[src/icache_pkg.sv]
package icache_pkg;

	// fetch address and bus widths
	localparam int addr_w = 32;
	localparam int word_w = 64;

	// four 64-bit words per 32-byte line
	localparam int words_per_line = 4;
	localparam int word_sel_w = $clog2(words_per_line); // address bits 4:3
	localparam int byte_sel_w = 3; // byte within a word is ignored on fetch
	localparam int offset_w = word_sel_w + byte_sel_w;

	// word 0 sits in the low 64 bits
	typedef logic [words_per_line-1:0][word_w-1:0] line_t;

	// controller sequencing
	typedef enum logic [1:0] {
		idle, // waiting for a fetch or flush
		lookup, // first tag compare
		refill, // miss while the line comes from memory
		relookup // compare again on the freshly written line
	} ctrl_state_e;

endpackage

[src/icache_ctrl.sv]
module icache_ctrl (
	input logic clk,
	input logic rst_n,
	input logic req_start,
	input logic flush_start,
	input logic hit,
	input logic refill_done,
	output logic ctrl_idle,
	output logic lookup_en,
	output logic flush_en,
	output logic refill_start,
	output logic cpu_ready
);
	import icache_pkg::*;

	ctrl_state_e state_q;
	ctrl_state_e state_d;

	always_ff @(posedge clk) begin
		if (!rst_n) begin
			state_q <= idle;
		end else begin
			state_q <= state_d;
		end
	end

	always_comb begin
		state_d = state_q;
		case (state_q)
			idle: begin
				if (req_start) begin
					state_d = lookup;
				end
			end
			lookup: begin
				if (hit) begin
					state_d = idle;
				end else begin
					state_d = refill;
				end
			end
			refill: begin
				if (refill_done) begin
					state_d = relookup;
				end
			end
			relookup: begin
				state_d = idle; // line was just written, so this always hits
			end
			default: begin
				state_d = idle;
			end
		endcase
	end

	assign ctrl_idle = (state_q == idle);
	assign lookup_en = (state_q == lookup) || (state_q == relookup);
	assign flush_en = flush_start && (state_q == idle);
	assign refill_start = (state_q == lookup) && !hit; // one cycle on leaving lookup
	assign cpu_ready = lookup_en && hit;

	// the fetch stage only starts work while the FSM is idle
	assert property (@(posedge clk) disable iff (!rst_n)
		(req_start || flush_start) |-> (state_q == idle) && !(req_start && flush_start))
		else $error("start pulse outside idle in state %s", state_q.name());

	// the line written during refill must be found by the relookup
	assert property (@(posedge clk) disable iff (!rst_n)
		(state_q == relookup) |-> hit)
		else $error("relookup missed after refill");

endmodule

[config.mk]
export PLATFORM = sky130hd
export DESIGN_NAME = icache_ctrl
export DESIGN_NICKNAME = d
export VERILOG_FILES = /design/src/icache_pkg.sv /design/src/icache_ctrl.sv
export SDC_FILE = /design/constraint.sdc
export NUM_CORES = 1
export LEC_CHECK = 0
export ABC_AREA = 1
export BUFFER_PORTS_ARGS = -buffer_cell sky130_fd_sc_hd__clkbuf_2
export CAP_MARGIN = 5
export CORE_AREA = 2 2 39 41
export CTS_CLUSTER_SIZE = 20
export DETAILED_ROUTE_END_ITERATION = 8
export DIE_AREA = 0 0 41 43
export HOLD_SLACK_MARGIN = 0.15
export PLACE_DENSITY_LB_ADDON = 0.12
export SLEW_MARGIN = 30
export SYNTH_ARGS = -nofsm -noshare
export SYNTH_HDL_FRONTEND = slang
export SYNTH_SLANG_ARGS = --single-unit
[constraint.sdc]
create_clock -name clk -period 0.8 [get_ports clk]
set_input_delay 0.08 -clock clk [delete_from_list [all_inputs] [get_ports clk]]
set_output_delay 0.08 -clock clk [all_outputs]
set_load 0.02 [all_outputs]
Word level (Yosys, flattened, before mapping)
Index checks and enable logic that the tools add are counted.
{"block": "totals", "register_bits": 2, "output_inout_bits": 5}
{"block": "op_classes", "reduce_logical": 7, "n_eq_ne": 5, "mux": 4}
{"operator": "one-hot mux 2 bit (4 select lines)", "n": 1}
{"operator": "2-to-1 mux 2 bit", "n": 3}
{"operator": "equality test 2 bit (second input constant)", "n": 2}
{"operator": "!= test 2 bit (second input constant)", "n": 2}
{"operator": "logical AND 1 bit", "n": 3}
{"operator": "equality test 2 x 1 -> 1 bit (second input constant)", "n": 1}
{"operator": "logical NOT 2 bit", "n": 1}
{"operator": "AND reduction 2 bit", "n": 1}
{"operator": "logical NOT 1 bit", "n": 1}
{"operator": "logical OR 1 bit", "n": 1}

Longest topological paths before layout
{"block": "depth", "depth_word": 3, "ltp_mapped": 3, "depth_no_buf": 3}

Worst setup path before layout
Ideal clock, no wire load.
{"block": "synth_timing", "kind": "reg-to-output", "start": "reg state_q[0]", "end": "out flush_en", "path_buffers": 0, "arrival_ns": 0.885, "t_required_ns": 0.720, "setup_slack_ns": -0.165, "path_stages_with_launch": 2, "path_cell_list": "dfxtp_1 > nor3b_1"}
{"block": "synth_between", "elab_chain_cells": 2}
{"element": "from (decl)", "line_no": "icache_ctrl.sv:16", "source": "ctrl_state_e state_q;"}
{"element": "from (signal assigned)", "line_no": "icache_ctrl.sv:21", "source": "state_q <= idle;"}
{"element": "from (signal assigned)", "line_no": "icache_ctrl.sv:23", "source": "state_q <= state_d;"}
{"element": "logical NOT 2 bit", "line_no": "icache_ctrl.sv:58", "source": "assign flush_en = flush_start && (state_q == idle);"}
{"element": "logical AND 1 bit", "line_no": "icache_ctrl.sv:58"}
{"element": "to (decl)", "line_no": "icache_ctrl.sv:10", "source": "output logic flush_en,"}
No other way between the ends.

==> out/metrics.yaml <==
initial_core_util_pct: 8.32
drv_cap: 0
period_minus_slack_ps: 1010
clk-insertion-delay-late_ps: 220
drc: 0
syn_area_um2: 115
area_delta_synth_final_pct: 209
synth.largest_area_cell: "dfxtp_1"
worst-path-buf-inv: 2
grt_pass1_wl_um: 586
status: "finished, violations left"
first_pass_iters: 3
overflow: 0
timing.final.ws_setup_ps: -207
clkTransAtPathRegs_ps: 30
violations: "negative setup slack"
netlist_instances: 18
seq_area_um2: 45.0
ios: 11
cts_buffer_depth: 2
htreeDepth: 1
avgSynthCellArea_um2: 6.40
cp_data_required_time_ps: 720
crit_path_max_fanout: 4
cp_cell_sequence: "buf_6, nor2_4, clkbuf_8"
fin_crit_sh_pct: 126
synth_flop_cell: "dfxtp_1"
routed_wl_um: 396
multiInputGateArea_um2: 70.1
numPortBuffers: 10
row_count: 14
cts_sinks: 2
dieWidth_um: 41
root_buffer: "clkbuf_4"
hold_ws_ps: 243
critPathMaxStageDelay_ps: 330
tightest_slew_ps: 117
grt_max_degree: 7
antenna_found_initial: 0
ys_seq_area_share_pct: 34.8
skew_ps: 2.85
gp_congestion: 0.539
synth_area_leaders: "dfxtp_1, inv_1, nand2_1"
ys_seq_elements: 2
synth_common_cells: "inv_1, nand2_1, dfxtp_1, nand3_1"
numCtsBuffers: 3
wl_per_cell_um: 7.20
layout-drive-gt1-share_pct: 71.8
power_density_mw_per_mm2: 1460
drtAntennaViolNets: 0
hold_violations: 0
vias: 183
cts_tree: "yes"
worstSetupStartpointType: "flip-flop"
pre_cts_ws_ps: -61.0
synth_edf_count: 0
grtUsageTotal_pct: 5.71
finalMaxSlewViolations: 0
endpoint_kind: "output pin"
power.leakage_nw: 0.179
core-area_mm2: 0.00138
cp_data_arrival_time_ps: 930
netlist-cell-type-count: 9
rsz0062_at_grt: "true"
crit_slowest_cell: "dfxtp_2"
postSynth.asyncResetShare_pct: 0
die-area_mm2: 0.00176
worstSetupPathType: "reg2out"
die_y_um: 43
diodes: 0
fmax_mhz: 993
drt_iter0_drc: 5
yosys.area.top_type_share_pct: 34.8
setup_viol: 6
synthesis.nets: 24
fillers: 154
ys_warn_count: 0
synth_most_common_cell: "inv_1"
hold_path.class: "in2reg"
maxSlewHeadroom_pct: 92.2
nets: 47
grt_pass1_vias: 172
vias_per_cell: 3.33
utilization_pct: 25.7
ir_drop_mv: 0.351
cp_top_family: "flip-flops"
[cells in the final DEF, fill, tap and decap left out, drive strengths merged]
master / instances
dfxtp: 2
a21oi: 2
clkbuf: 11
buf: 8
nand2: 3
nor3b: 1
inv: 6
nor2: 1
nand3: 2
dlygate4sd3: 3
[layer usage]
| metal | global-route usage (%) | vias up | share of wire (%) |
|---|---|---|---|
| met3 | 4.71 | 0 | 7.1 |
| met5 | 0 | - | 0 |
| met1 | 4.79 | 85 | 34 |
| met2 | 7.50 | 3 | 59 |
| li1 | - | 95 | - |
| met4 | 6.00 | 0 | 0 |
[final timing paths]
kind | startpoint | endpoint | slack, ps | depth (start not counted)
worst max-delay path | flip-flop | ctrl_idle | -210 | 3
worst min-delay path | hit | flip-flop | 240 | 5
worst max register to register | flip-flop | state_q[0] | -180 | 6
worst min register to register | flip-flop | state_q[0] | 520 | 2
[cell families (layout without fill, tap and decap cells)]
kind of cell    count (synthesis)  count (layout)  share of synthesized area [%]
simple gates                    7               7                           30.4
flops                           2               2                           34.8
buf+inv                         7              28                           22.8
compound gates                  2               2                           12.0
[stage by stage]
stage / area (um2) / cells / TNS (ps) / total power [mW]
floorplan: 125 / 18 / 0 / 0.176
global placement: 206 / 45 / -173 / 0.219
detailed placement: 206 / 45 / -157 / 0.219
CTS: 330 / 53 / -974 / 0.518
global route: 355 / 55 / -1160 / 0.549
finish: 355 / 55 / -923 / 0.518
[tightest hold or removal path, stage by stage]
cell      delay, ps
clkbuf_2         90
inv_1            40
nand3_2          70
buf_4           100
a21oi_2          40
[where the power goes]
part / switching [mW] / leakage [nW] / internal [mW]
Sequential: 0.0110 / 0.0175 / 0.107
Combinational: 0.0711 / 0.148 / 0.108
Clock: 0.0548 / 0.0138 / 0.165
Total: 0.137 / 0.179 / 0.381
[what timing repair did]
action,CTS,global route
endpoints found under the hold margin,2,0
setup buffers,3,2
pin swaps,3,0
endpoints found under the setup margin,6,6
hold buffers,3,0
resized for setup,16,5
[cell type report]
type                    count  area share, %
repair buffers             19           49.3
multi-input cells           9           19.7
flip-flops and latches      2           12.7
clock buffers               3           6.34
inverters                   6           6.34
well taps                  16           5.63
Note: power is estimated with default switching activity, not from simulation.
