File: src/icache_pkg.sv
package icache_pkg;

	// fetch address and bus widths
	localparam int addr_w = 32;
	localparam int word_w = 64;

	// four 64-bit words per 32-byte line
	localparam int words_per_line = 4;
	localparam int word_sel_w = $clog2(words_per_line); // address bits 4:3
	localparam int byte_sel_w = 3; // byte within a word is ignored on fetch
	localparam int offset_w = word_sel_w + byte_sel_w;

	// word 0 sits in the low 64 bits
	typedef logic [words_per_line-1:0][word_w-1:0] line_t;

	// controller sequencing
	typedef enum logic [1:0] {
		idle, // waiting for a fetch or flush
		lookup, // first tag compare
		refill, // miss while the line comes from memory
		relookup // compare again on the freshly written line
	} ctrl_state_e;

endpackage

File: src/fetch_req_stage.sv
module fetch_req_stage #(
	parameter int sets = 64,
	localparam int index_w = $clog2(sets),
	localparam int tag_w = icache_pkg::addr_w - index_w - icache_pkg::offset_w
) (
	input logic clk,
	input logic rst_n,
	input logic [icache_pkg::addr_w-1:0] cpu_req_addr,
	input logic cpu_req_valid,
	input logic flush,
	input logic ctrl_idle,
	output logic req_start,
	output logic flush_start,
	output logic [tag_w-1:0] req_tag,
	output logic [index_w-1:0] req_index,
	output logic [icache_pkg::word_sel_w-1:0] req_word
);
	import icache_pkg::*;

	logic can_take; // controller free and nothing already in flight
	logic take_req;
	logic take_flush;

	assign can_take = ctrl_idle && !req_start;
	assign take_flush = can_take && flush;
	assign take_req = can_take && cpu_req_valid && !flush; // flush wins and the request waits

	always_ff @(posedge clk) begin
		if (!rst_n) begin
			req_start <= 1'b0;
			flush_start <= 1'b0;
		end else begin
			req_start <= take_req;
			flush_start <= take_flush;
		end
	end

	// fields held until the next accepted fetch
	always_ff @(posedge clk) begin
		if (take_req) begin
			{req_tag, req_index, req_word} <= cpu_req_addr[addr_w-1:byte_sel_w];
		end
	end

endmodule

File: config.mk
export PLATFORM = sky130hd
export DESIGN_NAME = fetch_req_stage
export DESIGN_NICKNAME = d
export VERILOG_FILES = /design/src/icache_pkg.sv /design/src/fetch_req_stage.sv
export SDC_FILE = /design/constraint.sdc
export NUM_CORES = 1
export LEC_CHECK = 0
export BUFFER_PORTS_ARGS = -buffer_cell sky130_fd_sc_hd__buf_4
export CAP_MARGIN = 20
export CORE_MARGIN = 5
export CORE_UTILIZATION = 41
export CTS_BUF_LIST = sky130_fd_sc_hd__clkbuf_4
export DETAILED_ROUTE_END_ITERATION = 10
export GPL_TIMING_DRIVEN = 0
export HOLD_SLACK_MARGIN = 0.1
export MAX_ROUTING_LAYER = met4
export PLACE_DENSITY = 0.81
export SLEW_MARGIN = 20
export SYNTH_ARGS = -nofsm -noshare
export SYNTH_HDL_FRONTEND = slang
export SYNTH_SLANG_ARGS = --single-unit
export TNS_END_PERCENT = 20
File: constraint.sdc
create_clock -name clk -period 2.17 [get_ports clk]
set_input_delay 0 -clock clk [delete_from_list [all_inputs] [get_ports clk]]
set_output_delay 0 -clock clk [all_outputs]
set_load 0.02 [all_outputs]
Yosys cells after proc, flatten, opt, wreduce, memory -nomap -nowiden
Cells that the tools add are included.

cells by class
  reductions and logical operators = 6

operators with widths
  operator           count
  $logic_and 1x1->1  4
  $logic_not 1->1    2

storage, ports and cells
  bits in registers = 31
  input bits = 37
  output and inout port bits = 31
  logic and storage cells = 11

Longest topological paths before layout
  depth in word-level cells = 4
  mapped depth = 2
  mapped depth without buffers = 2

Worst setup path before layout
Ideal clock, no wire load.

  path type = register to register
  from = register req_start
  to = register req_index[0] (enable)
  setup time = 0.389 ns
  arrival = 1.295 ns
  data required time = 1.781 ns
  path slack = 0.485 ns
  cell stages (with the launch flop) = 2
  buffers on the path = 0
  period minus slack after synthesis = 1.685 ns
  path through = dfxtp_1 > and4bb_1

on the way
  word-level cells in the longest chain between the ends = 4

ends and longest elaborated chain
  element                          line                   source
  from (decl)                      fetch_req_stage.sv:12  output logic req_start,
  from (signal assigned)           fetch_req_stage.sv:33  req_start <= take_req;
  $logic_not 1->1                  fetch_req_stage.sv:24  assign can_take = ctrl_idle && !req_start;
  $logic_and 1x1->1                fetch_req_stage.sv:24
  $logic_and 1x1->1 (2 in series)  fetch_req_stage.sv:26  assign take_req = can_take && cpu_req_valid && !flush;
  net take_req                     fetch_req_stage.sv:21  logic take_req;
  to (signal assigned)             fetch_req_stage.sv:41  {req_tag, req_index, req_word} <= cpu_req_addr[addr_w-1:byte_sel_w];
  to (decl)                        fetch_req_stage.sv:15  output logic [index_w-1:0] req_index,

The timed path passes the listed nets, and every way through them passes these cells.
A chain may end at the register's enable or synchronous reset.

Worst setup path in the final report
  from = register req_start
  to = register req_tag[20] (enable)

on the way
  word-level cells in the longest chain between the ends = 4

ends and longest elaborated chain
  element                          line                   source
  $logic_not 1->1                  fetch_req_stage.sv:24
  $logic_and 1x1->1                fetch_req_stage.sv:24
  $logic_and 1x1->1 (2 in series)  fetch_req_stage.sv:26
  net take_req                     fetch_req_stage.sv:21
  to (signal assigned)             fetch_req_stage.sv:41
  to (decl)                        fetch_req_stage.sv:14  output logic [tag_w-1:0] req_tag,

The timed path passes the listed nets, and every way through them passes these cells.

==> results_dict.tcl <==
set metrics [dict create \
    status "completed" \
    cts-root-buf "clkbuf_4" \
    die_area_mm2 0.00335 \
    syn_inst 34 \
    syn_nets 71 \
    vias_per_cell 4.40 \
    critPathCaptureType "flip-flop" \
    synth_compound_area_share_pct 0 \
    slew_violations 0 \
    hold_buffers 32 \
    grt_max_degree 31 \
    wire_per_inst_um 16.2 \
    critPathMaxFanout 30 \
    drc 0 \
    antenna_found_initial 0 \
    cts_tree "done" \
    drive_gt1_share_pct 52.2 \
    path_clk_slew_ns 0.10 \
    synth-seq-area-share_pct 96.8 \
    io_buffers 64 \
    area_delta_synth_final_pct 94.4 \
    place_congestion 0.648 \
    period_needed_ns 1.50 \
    multi_input_area_um2 30.0 \
    fmax_mhz 666 \
    fillers 112 \
    skew_ns 0.0145 \
    core_area_mm2 0.00221 \
    synth_mux_area_share_pct 0 \
    synth_area_um2 941 \
    netlist-cell-type-count 5 \
    finalCoreUtilization_pct 82.7 \
    regArea_um2 911 \
    hp-class "primary input to flip-flop" \
    fp.dieW_um 57.9 \
    drt_wl_total_um 2690 \
    ys_ff_latch 31 \
    drtIter0Drc 2 \
    worstPathRequired_ns 2.10 \
    diodes 0 \
    grt_pass1_vias 840 \
    yosys.area_share.simple_pct 3.19 \
    startpoint_type "flip-flop" \
    critPathTopFamily "simple AND/OR/NAND/NOR gates" \
    cts_buffers 5 \
    synth_top_family_by_area "simple AND/OR/NAND/NOR gates" \
    synth_xor_area_share_pct 0 \
    vdd_drop_max_mv 0.548 \
    dpl_cell_area_mm2 0.00146 \
    synth_adder_area_share_pct 0 \
    dpl.hpwl_um 1450 \
    min_period_over_period_pct 69.2 \
    route.vias.total 730 \
    final_common_cell "buf_4" \
    yosysTopAreaCell "edfxtp_1" \
    slew_headroom_pct 52.4 \
    cp_data_arrival_time_ns 1.43 \
    track_usage_pct 18.0 \
    yosysTopAreaCellShare_pct 92.6 \
    start_util_pct 42.5 \
    drv_cap 0 \
    slowest_stage "and4bb_2" \
    worst_slew_pin_slew_ns 0.714 \
    cts.repair.resized 0 \
    max_stage_delay_ns 0.78 \
    drtPass1Iterations 2 \
    ios 68 \
    row_count 17 \
    final_cells 166 \
    avgSynthCellArea_um2 27.7 \
    power.leakage_nw 0.769 \
    clock-sinks 31 \
    pwr_density_cell_mw_per_mm2 619 \
    ys_warn_count 0 \
    htree_num_levels 2 \
    crit_buf_inv 0 \
    place_inst 126 \
    yosys-top-cells-area "edfxtp_1 (93%), dfxtp_1 (4.3%), and4bb_1 (1.3%), and4b_2 (1.2%), and2_1 (0.66%)" \
    ant_nets 0 \
    clock_latency_ns 0.31 \
    grt_overflow 0 \
    finalSetupViolations 0 \
    rsz0062_at_grt "false" \
    path_cells "and4bb_2" \
    postCtsSetupBuffers 0 \
    finalHoldViolCount 0 \
    fin_setup_tns_ns 0 \
    grt_pass1_wl_um 4060 \
    final_cell_mix "buf_4 (64), dlygate4sd3_1 (32), edfxtp_1 (29), clkbuf_4 (6)" \
    layout.nets 174 \
    clock_path_buffers 2 \
    post-route-cell-area_mm2 0.00183 \
    p_total_mw 1.13 \
    dieHeight_um 57.9 \
    critPathKind "flip-flop to flip-flop" \
]
## state kept, by name, indices dropped and copies added (netlist names)
name,flops
req_word,2
req_index,6
req_tag,21
flush_start,1
req_start,1
## metrics by stage
step	worst slack [ns]	hold WS, ns
6_report	0.669	0.406
3_5_place_dp	0.679	0.179
4_1_cts	0.661	0.393
5_1_grt	0.594	0.385
3_3_place_gp	0.387	0.178
2_1_floorplan	0.485	0.0989
## worst paths after layout
check / slack (ns) / startpoint / end / depth (start not counted)
max: 0.67 / req_start$_SDFF_PN0_ / req_tag[20]$_DFFE_PP_ / 1
min: 0.41 / cpu_req_addr[5] / req_index[0]$_DFFE_PP_ / 2
max reg2reg: 0.67 / req_start$_SDFF_PN0_ / req_tag[20]$_DFFE_PP_ / 1
min reg2reg: 1.09 / req_start$_SDFF_PN0_ / req_index[4]$_DFFE_PP_ / 1
## kinds of logic (layout without fill, tap and decap cells)
group / count (synthesis) / count (layout)
DFF: 31 / 31
and+or+nand+nor: 3 / 3
buffers and inverters: 0 / 104
## synthesized netlist by cell type
cell	number
and2_1	1
and4b_2	1
and4bb_1	1
dfxtp_1	2
edfxtp_1	29
## layer usage
metal | share of wire (%) | up-vias | global-route usage (%)
li1 | - | 343 | -
met3 | 11 | 4 | 7.57
met4 | 1.3 | 0 | 6.95
met5 | 0 | - | -
met2 | 55 | 45 | 32.4
met1 | 33 | 338 | 16.8
## layout make-up
type | instances | area share, %
tap | 28 | 1.92
sequential | 31 | 49.8
clock buffer | 6 | 2.46
clock inverter | 2 | 0.410
timing repair buffer | 96 | 43.8
multi-input combinational | 3 | 1.64
## where the power goes
| group | switching [mW] | internal [mW] | total, mW |
|---|---|---|---|
| registers | 0.00528 | 0.673 | 0.678 |
| clock network | 0.173 | 0.132 | 0.305 |
| logic | 0.0535 | 0.0942 | 0.148 |
| total | 0.232 | 0.899 | 1.13 |
Power figures use the tool's default switching activity.
