**config.mk**
```make
export PLATFORM = sky130hd
export DESIGN_NAME = refill_unit_flat
export DESIGN_NICKNAME = d
export VERILOG_FILES = /design/src/icache_pkg.sv /design/src/line_write_if.sv /design/src/refill_unit.sv /design/src/flat_wrapper.sv
export SDC_FILE = /design/constraint.sdc
export NUM_CORES = 1
export LEC_CHECK = 0
export BUFFER_PORTS_ARGS = -buffer_cell sky130_fd_sc_hd__buf_2
export CELL_PAD_IN_SITES_DETAIL_PLACEMENT = 0
export CELL_PAD_IN_SITES_GLOBAL_PLACEMENT = 2
export CORE_AREA = 10 10 169 171
export CTS_CLUSTER_DIAMETER = 150
export DETAILED_ROUTE_END_ITERATION = 16
export DIE_AREA = 0 0 179 181
export GPL_TIMING_DRIVEN = 0
export PLACE_DENSITY_LB_ADDON = 0.1
export SYNTH_ARGS = -nofsm -noshare
export SYNTH_HDL_FRONTEND = slang
export SYNTH_SLANG_ARGS = --single-unit
export TNS_END_PERCENT = 50
```
**constraint.sdc**
```tcl
create_clock -name clk -period 5 [get_ports clk]
set_input_delay 1.5 -clock clk [delete_from_list [all_inputs] [get_ports clk]]
set_output_delay 1.5 -clock clk [all_outputs]
set_load 0.02 [all_outputs]
```
**src/icache_pkg.sv**
```systemverilog
package icache_pkg;

	// fetch address and bus widths
	localparam int addr_w = 32;
	localparam int word_w = 64;

	// four 64-bit words per 32-byte line
	localparam int words_per_line = 4;
	localparam int word_sel_w = $clog2(words_per_line); // address bits 4:3
	localparam int byte_sel_w = 3; // byte within a word is ignored on fetch
	localparam int offset_w = word_sel_w + byte_sel_w;

	// word 0 sits in the low 64 bits
	typedef logic [words_per_line-1:0][word_w-1:0] line_t;

	// controller sequencing
	typedef enum logic [1:0] {
		idle, // waiting for a fetch or flush
		lookup, // first tag compare
		refill, // miss while the line comes from memory
		relookup // compare again on the freshly written line
	} ctrl_state_e;

endpackage

```
**src/line_write_if.sv**
```systemverilog
interface line_write_if #(
	parameter int sets = 64,
	localparam int index_w = $clog2(sets),
	localparam int tag_w = icache_pkg::addr_w - index_w - icache_pkg::offset_w
);
	import icache_pkg::*;

	logic wr_en; // single-cycle write strobe
	logic wr_way;
	logic [index_w-1:0] wr_index;
	logic [tag_w-1:0] wr_tag;
	line_t wr_line;

	// refill side
	modport source (
		output wr_en,
		output wr_way,
		output wr_index,
		output wr_tag,
		output wr_line
	);

	// way storage side
	modport sink (
		input wr_en,
		input wr_way,
		input wr_index,
		input wr_tag,
		input wr_line
	);

endinterface

```
**src/refill_unit.sv**
```systemverilog
module refill_unit #(
	parameter int sets = 64,
	localparam int index_w = $clog2(sets),
	localparam int tag_w = icache_pkg::addr_w - index_w - icache_pkg::offset_w
) (
	input logic clk,
	input logic rst_n,
	input logic refill_start,
	input logic [tag_w-1:0] req_tag,
	input logic [index_w-1:0] req_index,
	input logic victim_way,
	input logic [icache_pkg::word_w-1:0] mem_data_read,
	input logic mem_ready,
	output logic [icache_pkg::addr_w-1:0] mem_req_addr,
	output logic mem_req_valid,
	output logic refill_done,
	line_write_if.source lw
);
	import icache_pkg::*;

	logic open_q; // a refill is waiting for beats
	logic [word_sel_w-1:0] beat_q;
	logic done_q;
	logic way_q;
	logic beat_in;
	logic last_beat;
	line_t line_q;

	// request goes out in the same cycle the miss is seen
	assign mem_req_valid = refill_start;
	assign mem_req_addr = {req_tag, req_index, {offset_w{1'b0}}}; // line aligned

	assign beat_in = open_q && mem_ready;
	assign last_beat = beat_in && (beat_q == word_sel_w'(words_per_line - 1));

	always_ff @(posedge clk) begin
		if (!rst_n) begin
			open_q <= 1'b0;
			beat_q <= '0;
			done_q <= 1'b0;
		end else begin
			done_q <= last_beat;
			if (refill_start) begin
				open_q <= 1'b1;
				beat_q <= '0;
			end else if (beat_in) begin
				beat_q <= beat_q + 1'b1;
				if (last_beat) begin
					open_q <= 1'b0;
				end
			end
		end
	end

	// beats arrive in word order
	always_ff @(posedge clk) begin
		if (refill_start) begin
			way_q <= victim_way;
		end
		if (beat_in) begin
			line_q[beat_q] <= mem_data_read;
		end
	end

	assign refill_done = done_q;

	// fields stay held by the fetch stage for the whole refill
	assign lw.wr_en = done_q;
	assign lw.wr_way = way_q;
	assign lw.wr_index = req_index;
	assign lw.wr_tag = req_tag;
	assign lw.wr_line = line_q;

	assert property (@(posedge clk) disable iff (!rst_n)
		mem_ready |-> open_q)
		else $error("mem_ready beat with no refill open");

endmodule

```
**src/flat_wrapper.sv**
```systemverilog
// flat-port wrapper written by rule: the top's interface ports become plain ports
module refill_unit_flat import icache_pkg::*;
#(
	parameter int sets = 64,
	localparam int index_w = $clog2(sets),
	localparam int tag_w = icache_pkg::addr_w - index_w - icache_pkg::offset_w
)
  (clk, rst_n, refill_start, req_tag, req_index, victim_way, mem_data_read, mem_ready, mem_req_addr, mem_req_valid, refill_done, lw_wr_en, lw_wr_way, lw_wr_index, lw_wr_tag, lw_wr_line);
  line_write_if #(.sets(sets)) lw_i ();
  input logic clk;
  input logic rst_n;
  input logic refill_start;
  input logic [tag_w-1:0] req_tag;
  input logic [index_w-1:0] req_index;
  input logic victim_way;
  input logic [icache_pkg::word_w-1:0] mem_data_read;
  input logic mem_ready;
  output logic [icache_pkg::addr_w-1:0] mem_req_addr;
  output logic mem_req_valid;
  output logic refill_done;
  output wire logic [$bits(lw_i.wr_en)-1:0] lw_wr_en;
  output wire logic [$bits(lw_i.wr_way)-1:0] lw_wr_way;
  output wire logic [$bits(lw_i.wr_index)-1:0] lw_wr_index;
  output wire logic [$bits(lw_i.wr_tag)-1:0] lw_wr_tag;
  output wire logic [$bits(lw_i.wr_line)-1:0] lw_wr_line;
  assign lw_wr_en = lw_i.wr_en;
  assign lw_wr_way = lw_i.wr_way;
  assign lw_wr_index = lw_i.wr_index;
  assign lw_wr_tag = lw_i.wr_tag;
  assign lw_wr_line = lw_i.wr_line;
  refill_unit #(.sets(sets)) u_core (.clk(clk), .rst_n(rst_n), .refill_start(refill_start), .req_tag(req_tag), .req_index(req_index), .victim_way(victim_way), .mem_data_read(mem_data_read), .mem_ready(mem_ready), .mem_req_addr(mem_req_addr), .mem_req_valid(mem_req_valid), .refill_done(refill_done), .lw(lw_i));
endmodule
```
After elaboration in Yosys (flattened, before gate mapping)
Index checks and enable logic that the tools add are counted.
- logic and storage cells: 26
- register bits: 261
- output and inout port bits: 319
- add/sub/neg operators: 1
- $lt $le $gt $ge: 2
- reductions and logical operators: 7
- bitwise gates (word level): 1
- multiplexer cells: 6
- equal/unequal tests: 1
- operator list (cell ; number):
    256-bit bitwise mux ; 1
    64-bit demux with 2-bit select ; 1
    64-bit 2-to-1 mux ; 1
    2-bit nonzero test ; 2
    1-bit logical AND ; 3
    2-bit by 3-bit less-than comparator with 1-bit output, second input constant ; 1
    1-bit 2-to-1 mux ; 3
    2-bit by 1-bit adder with 2-bit output, second input constant ; 1
    2-bit == test, second input constant ; 1
    2-bit by 1-bit >= comparator with 1-bit output, second input constant ; 1
    2-bit AND reduction ; 1
    2-bit OR reduction ; 1
    1-bit NOT ; 1

Logic depth before layout (Yosys ltp)
- word-level depth: 5
- gate-level depth with buffers: 4
- gate-level depth less buffers: 4

Worst setup path before layout
No wires, ideal clock.
- path type: input-to-output
- start: in req_index[0]
- end: out lw_wr_index[0]
- slack: 1.866 ns
- stages: 1
- arrival: 1.634 ns
- data required time: 3.500 ns
- cells stage by stage: buf_4
- RTL lines (what ; RTL line ; RTL):
    start: declaration ; flat_wrapper.sv:14 ; input logic [index_w-1:0] req_index;
    end: declaration ; flat_wrapper.sv:23 ; output wire logic [$bits(lw_i.wr_index)-1:0] lw_wr_index;
No word-level cell between the ends.

Worst setup path in the final report
- start: in refill_start
- end: out mem_req_valid
- RTL lines (what ; RTL line ; RTL):
    start: declaration ; flat_wrapper.sv:12 ; input logic refill_start;
    end: declaration ; flat_wrapper.sv:19 ; output logic mem_req_valid;
No word-level cell between the ends.

==> flow_summary.ini <==
[setup_path]
crit_arrival_ps = 1900
r2r_setup_slack_ps = 3250
cpMostUsedCell = buf_2
end_kind = output pin
cp.required_ps = 3500
slowest_delay_ps = 150
r2r_end = u_core.lw.wr_line[179]
cp_max_fo = 4
worst-r2r-cell-count = 4
slowest_stage = buf_2
timing.rr.start = u_core.beat_q[0]
cp_cell_sequence = buf_2 -> buf_4 -> buf_2
startpoint_type = primary input
crit_type = primary input to output pin

[drt]
dr.pass1.iters = 4
wl_per_cell_um = 21.12
ant_nets = 0
dr_total_vias = 4660
drtIter0Drc = 224
drt-total-wl_mm = 23.48
drc = 0
via_per_inst = 4.191

[sta]
max_freq_mhz = 293.7
setup_violations = 0
fin_tns_setup_ps = 0
rsz0062_at_grt = no
finClkSkew_ps = 9.172
finalMaxSlewViolations = 0
worst_slew_pin_slew_ps = 531.6
timing.final.crit_period_ps = 3404
post-route-period-util = 0.6809
relSlewSlack = 0.6456
hold_viol = 0
hold-worst-slack_ps = 590.8

[synth]
synth_compound_area_frac = 0.005352
synthMuxAreaShare = 0
synth_xor_area_frac = 0
synth.avg_cell_area_um2 = 24.54
synth_seq_area_share = 0.9264
ys.flop_type = edfxtp_1
synth_cells = 343
synthAdderAreaFrac = 0.005946
synth_common_cells = edfxtp_1 (257), buf_4 (61), and3_2 (4), dfxtp_1 (4), ha_1 (4)
synthTopCellsByArea = edfxtp_1 (92%), buf_4 (5.4%), dfxtp_1 (0.95%), ha_1 (0.59%), and3_2 (0.36%)
ys_ff_latch = 261
async_flop_share = 0
synth_edf_count = 257
ys_warn_count = 0
synth_cell_types = 15
synth_top_area_frac = 0.9169
synth-simple-area-share = 0.006541
synth_top_family_by_area = buffers and inverters
synth_most_common_cell = edfxtp_1
synth_top_area_cell = edfxtp_1
syn_area_um2 = 8417

[floorplanning]
fp.dieW_um = 179
io_pins = 415
die_area_um2 = 32400
start_util = 0.3362
fp.coreArea_um2 = 25040
fp.dieH_um = 181
fp-row-count = 58

[pwr]
leakagePower_uw = 0.004739
power_density_nw_per_um2 = 400.2
ir_worst_vdd_uv = 262.0

[global_routing]
track_usage = 0.1337
antenna_found_initial = 3
grt_pass1_wl_mm = 32.34
grt_max_degree = 42
grt_pass1_vias = 4875
overflow = 0

[placed_design]
gp_congestion = 0.7282
port_buffers = 382
dp_hpwl_mm = 17.47

[layout]
layout.nets = 862
fillCellCount = 2179
drive_gt1_frac = 0.6312
area_growth_pct = 40.20
final_core_util = 0.4713

[clock_network]
postCtsHoldBufs = 0
cts_resized = 0
clk_latency_ps = 520
tritoncts = built
ctsLongestPathBuffers = 3
root_buffer = clkbuf_16
cts_sinks = 261
htreeDepth = 1
post_cts_buffers = 0
clkTransAtPathRegs_ps = 60
cts-buffers-inserted = 27

[hold_path]
min_to = u_core.beat_q[1]
min_from = u_core.open_q
hold_depth = 2
min_path_type = flop to flop

[outcome]
status = complete, no violations

[flow_run]
max-cap-violations = 0
## through the flow
step                total power (uW)  instances  cell area, um^2  worst slack (ps)
floorplan                       2597        347             8432              1866
global placement                2695       1059            10760              1312
CTS                             4791       1111            11800              1595
detailed placement              2702       1063            10870              1595
finish                          4722       1112            11800              1596
global route                    4891       1111            11800              1587
## worst max-delay path: cells and delay by family
kind | cells | cell delay [ps]
buffers and inverters | 3 | 400
## layout make-up
type / count / area (um^2) / area share
sequential: 261 / 7797 / 0.6608
antenna: 1 / 2.502 / 0.0002121
multi-input combinational: 23 / 183.9 / 0.01559
inverter: 2 / 7.507 / 0.0006362
tap: 330 / 412.9 / 0.03499
clock inverter: 15 / 232.7 / 0.01972
timing repair buffer: 386 / 2007 / 0.1701
buffer: 61 / 457.9 / 0.03881
clock buffer: 33 / 698.2 / 0.05917
## state kept, by name (all words and copies together), names as in the netlist
signal and cells:
u_core.lw.wr_en 1, u_core.lw.wr_way 1, u_core.open_q 1, u_core.beat_q 2, u_core.lw.wr_line 256
## logic make-up (layout without fill, tap and decap cells)
| group | Yosys count | count (layout) |
|---|---|---|
| other | 1 | 6 |
| buffers and inverters | 63 | 497 |
| adder cells (fa/ha/maj) | 4 | 4 |
| AND/OR/NAND/NOR | 8 | 8 |
| AO/OA/AOI/OAI | 6 | 6 |
| flip-flops | 261 | 261 |
## worst max-delay path by stage
stage / from / to / slack, ps / depth (start not counted)
after floorplan: req_index[0] / lw_wr_index[0] / 1870 / 1
after global placement: mem_ready / u_core.lw.wr_line[203] / 1310 / 2
after detailed placement: refill_start / mem_req_valid / 1600 / 3
after CTS: refill_start / mem_req_valid / 1600 / 3
after global routing: refill_start / mem_req_valid / 1590 / 3
final: refill_start / mem_req_valid / 1600 / 3
## report_power, final
part           switching [uW]  total [uW]  internal, uW
clock                     773        2070          1300
combinational             130         212          82.7
sequential               6.66        2440          2430
total                     909        4720          3810
## layout by cell type (no fill, tap or decap), drive strengths merged, types with 2 or more instances in the layout
cell type and count:
clkbuf 33, and3 4, inv 2, ha 4, a21oi 2, a21bo 2, buf 447, conb 5
edfxtp 257, dfxtp 4, clkinv 8, bufinv 6
## per-layer routing
metal  wire length (um)  global-route usage  part of all wire
met2              11840              0.2342              0.50
met1               7684              0.1324              0.33
met5                 32                   0            0.0014
met3               3416             0.07402              0.15
met4                512             0.03672             0.022
(Power assumes the default switching activity.)
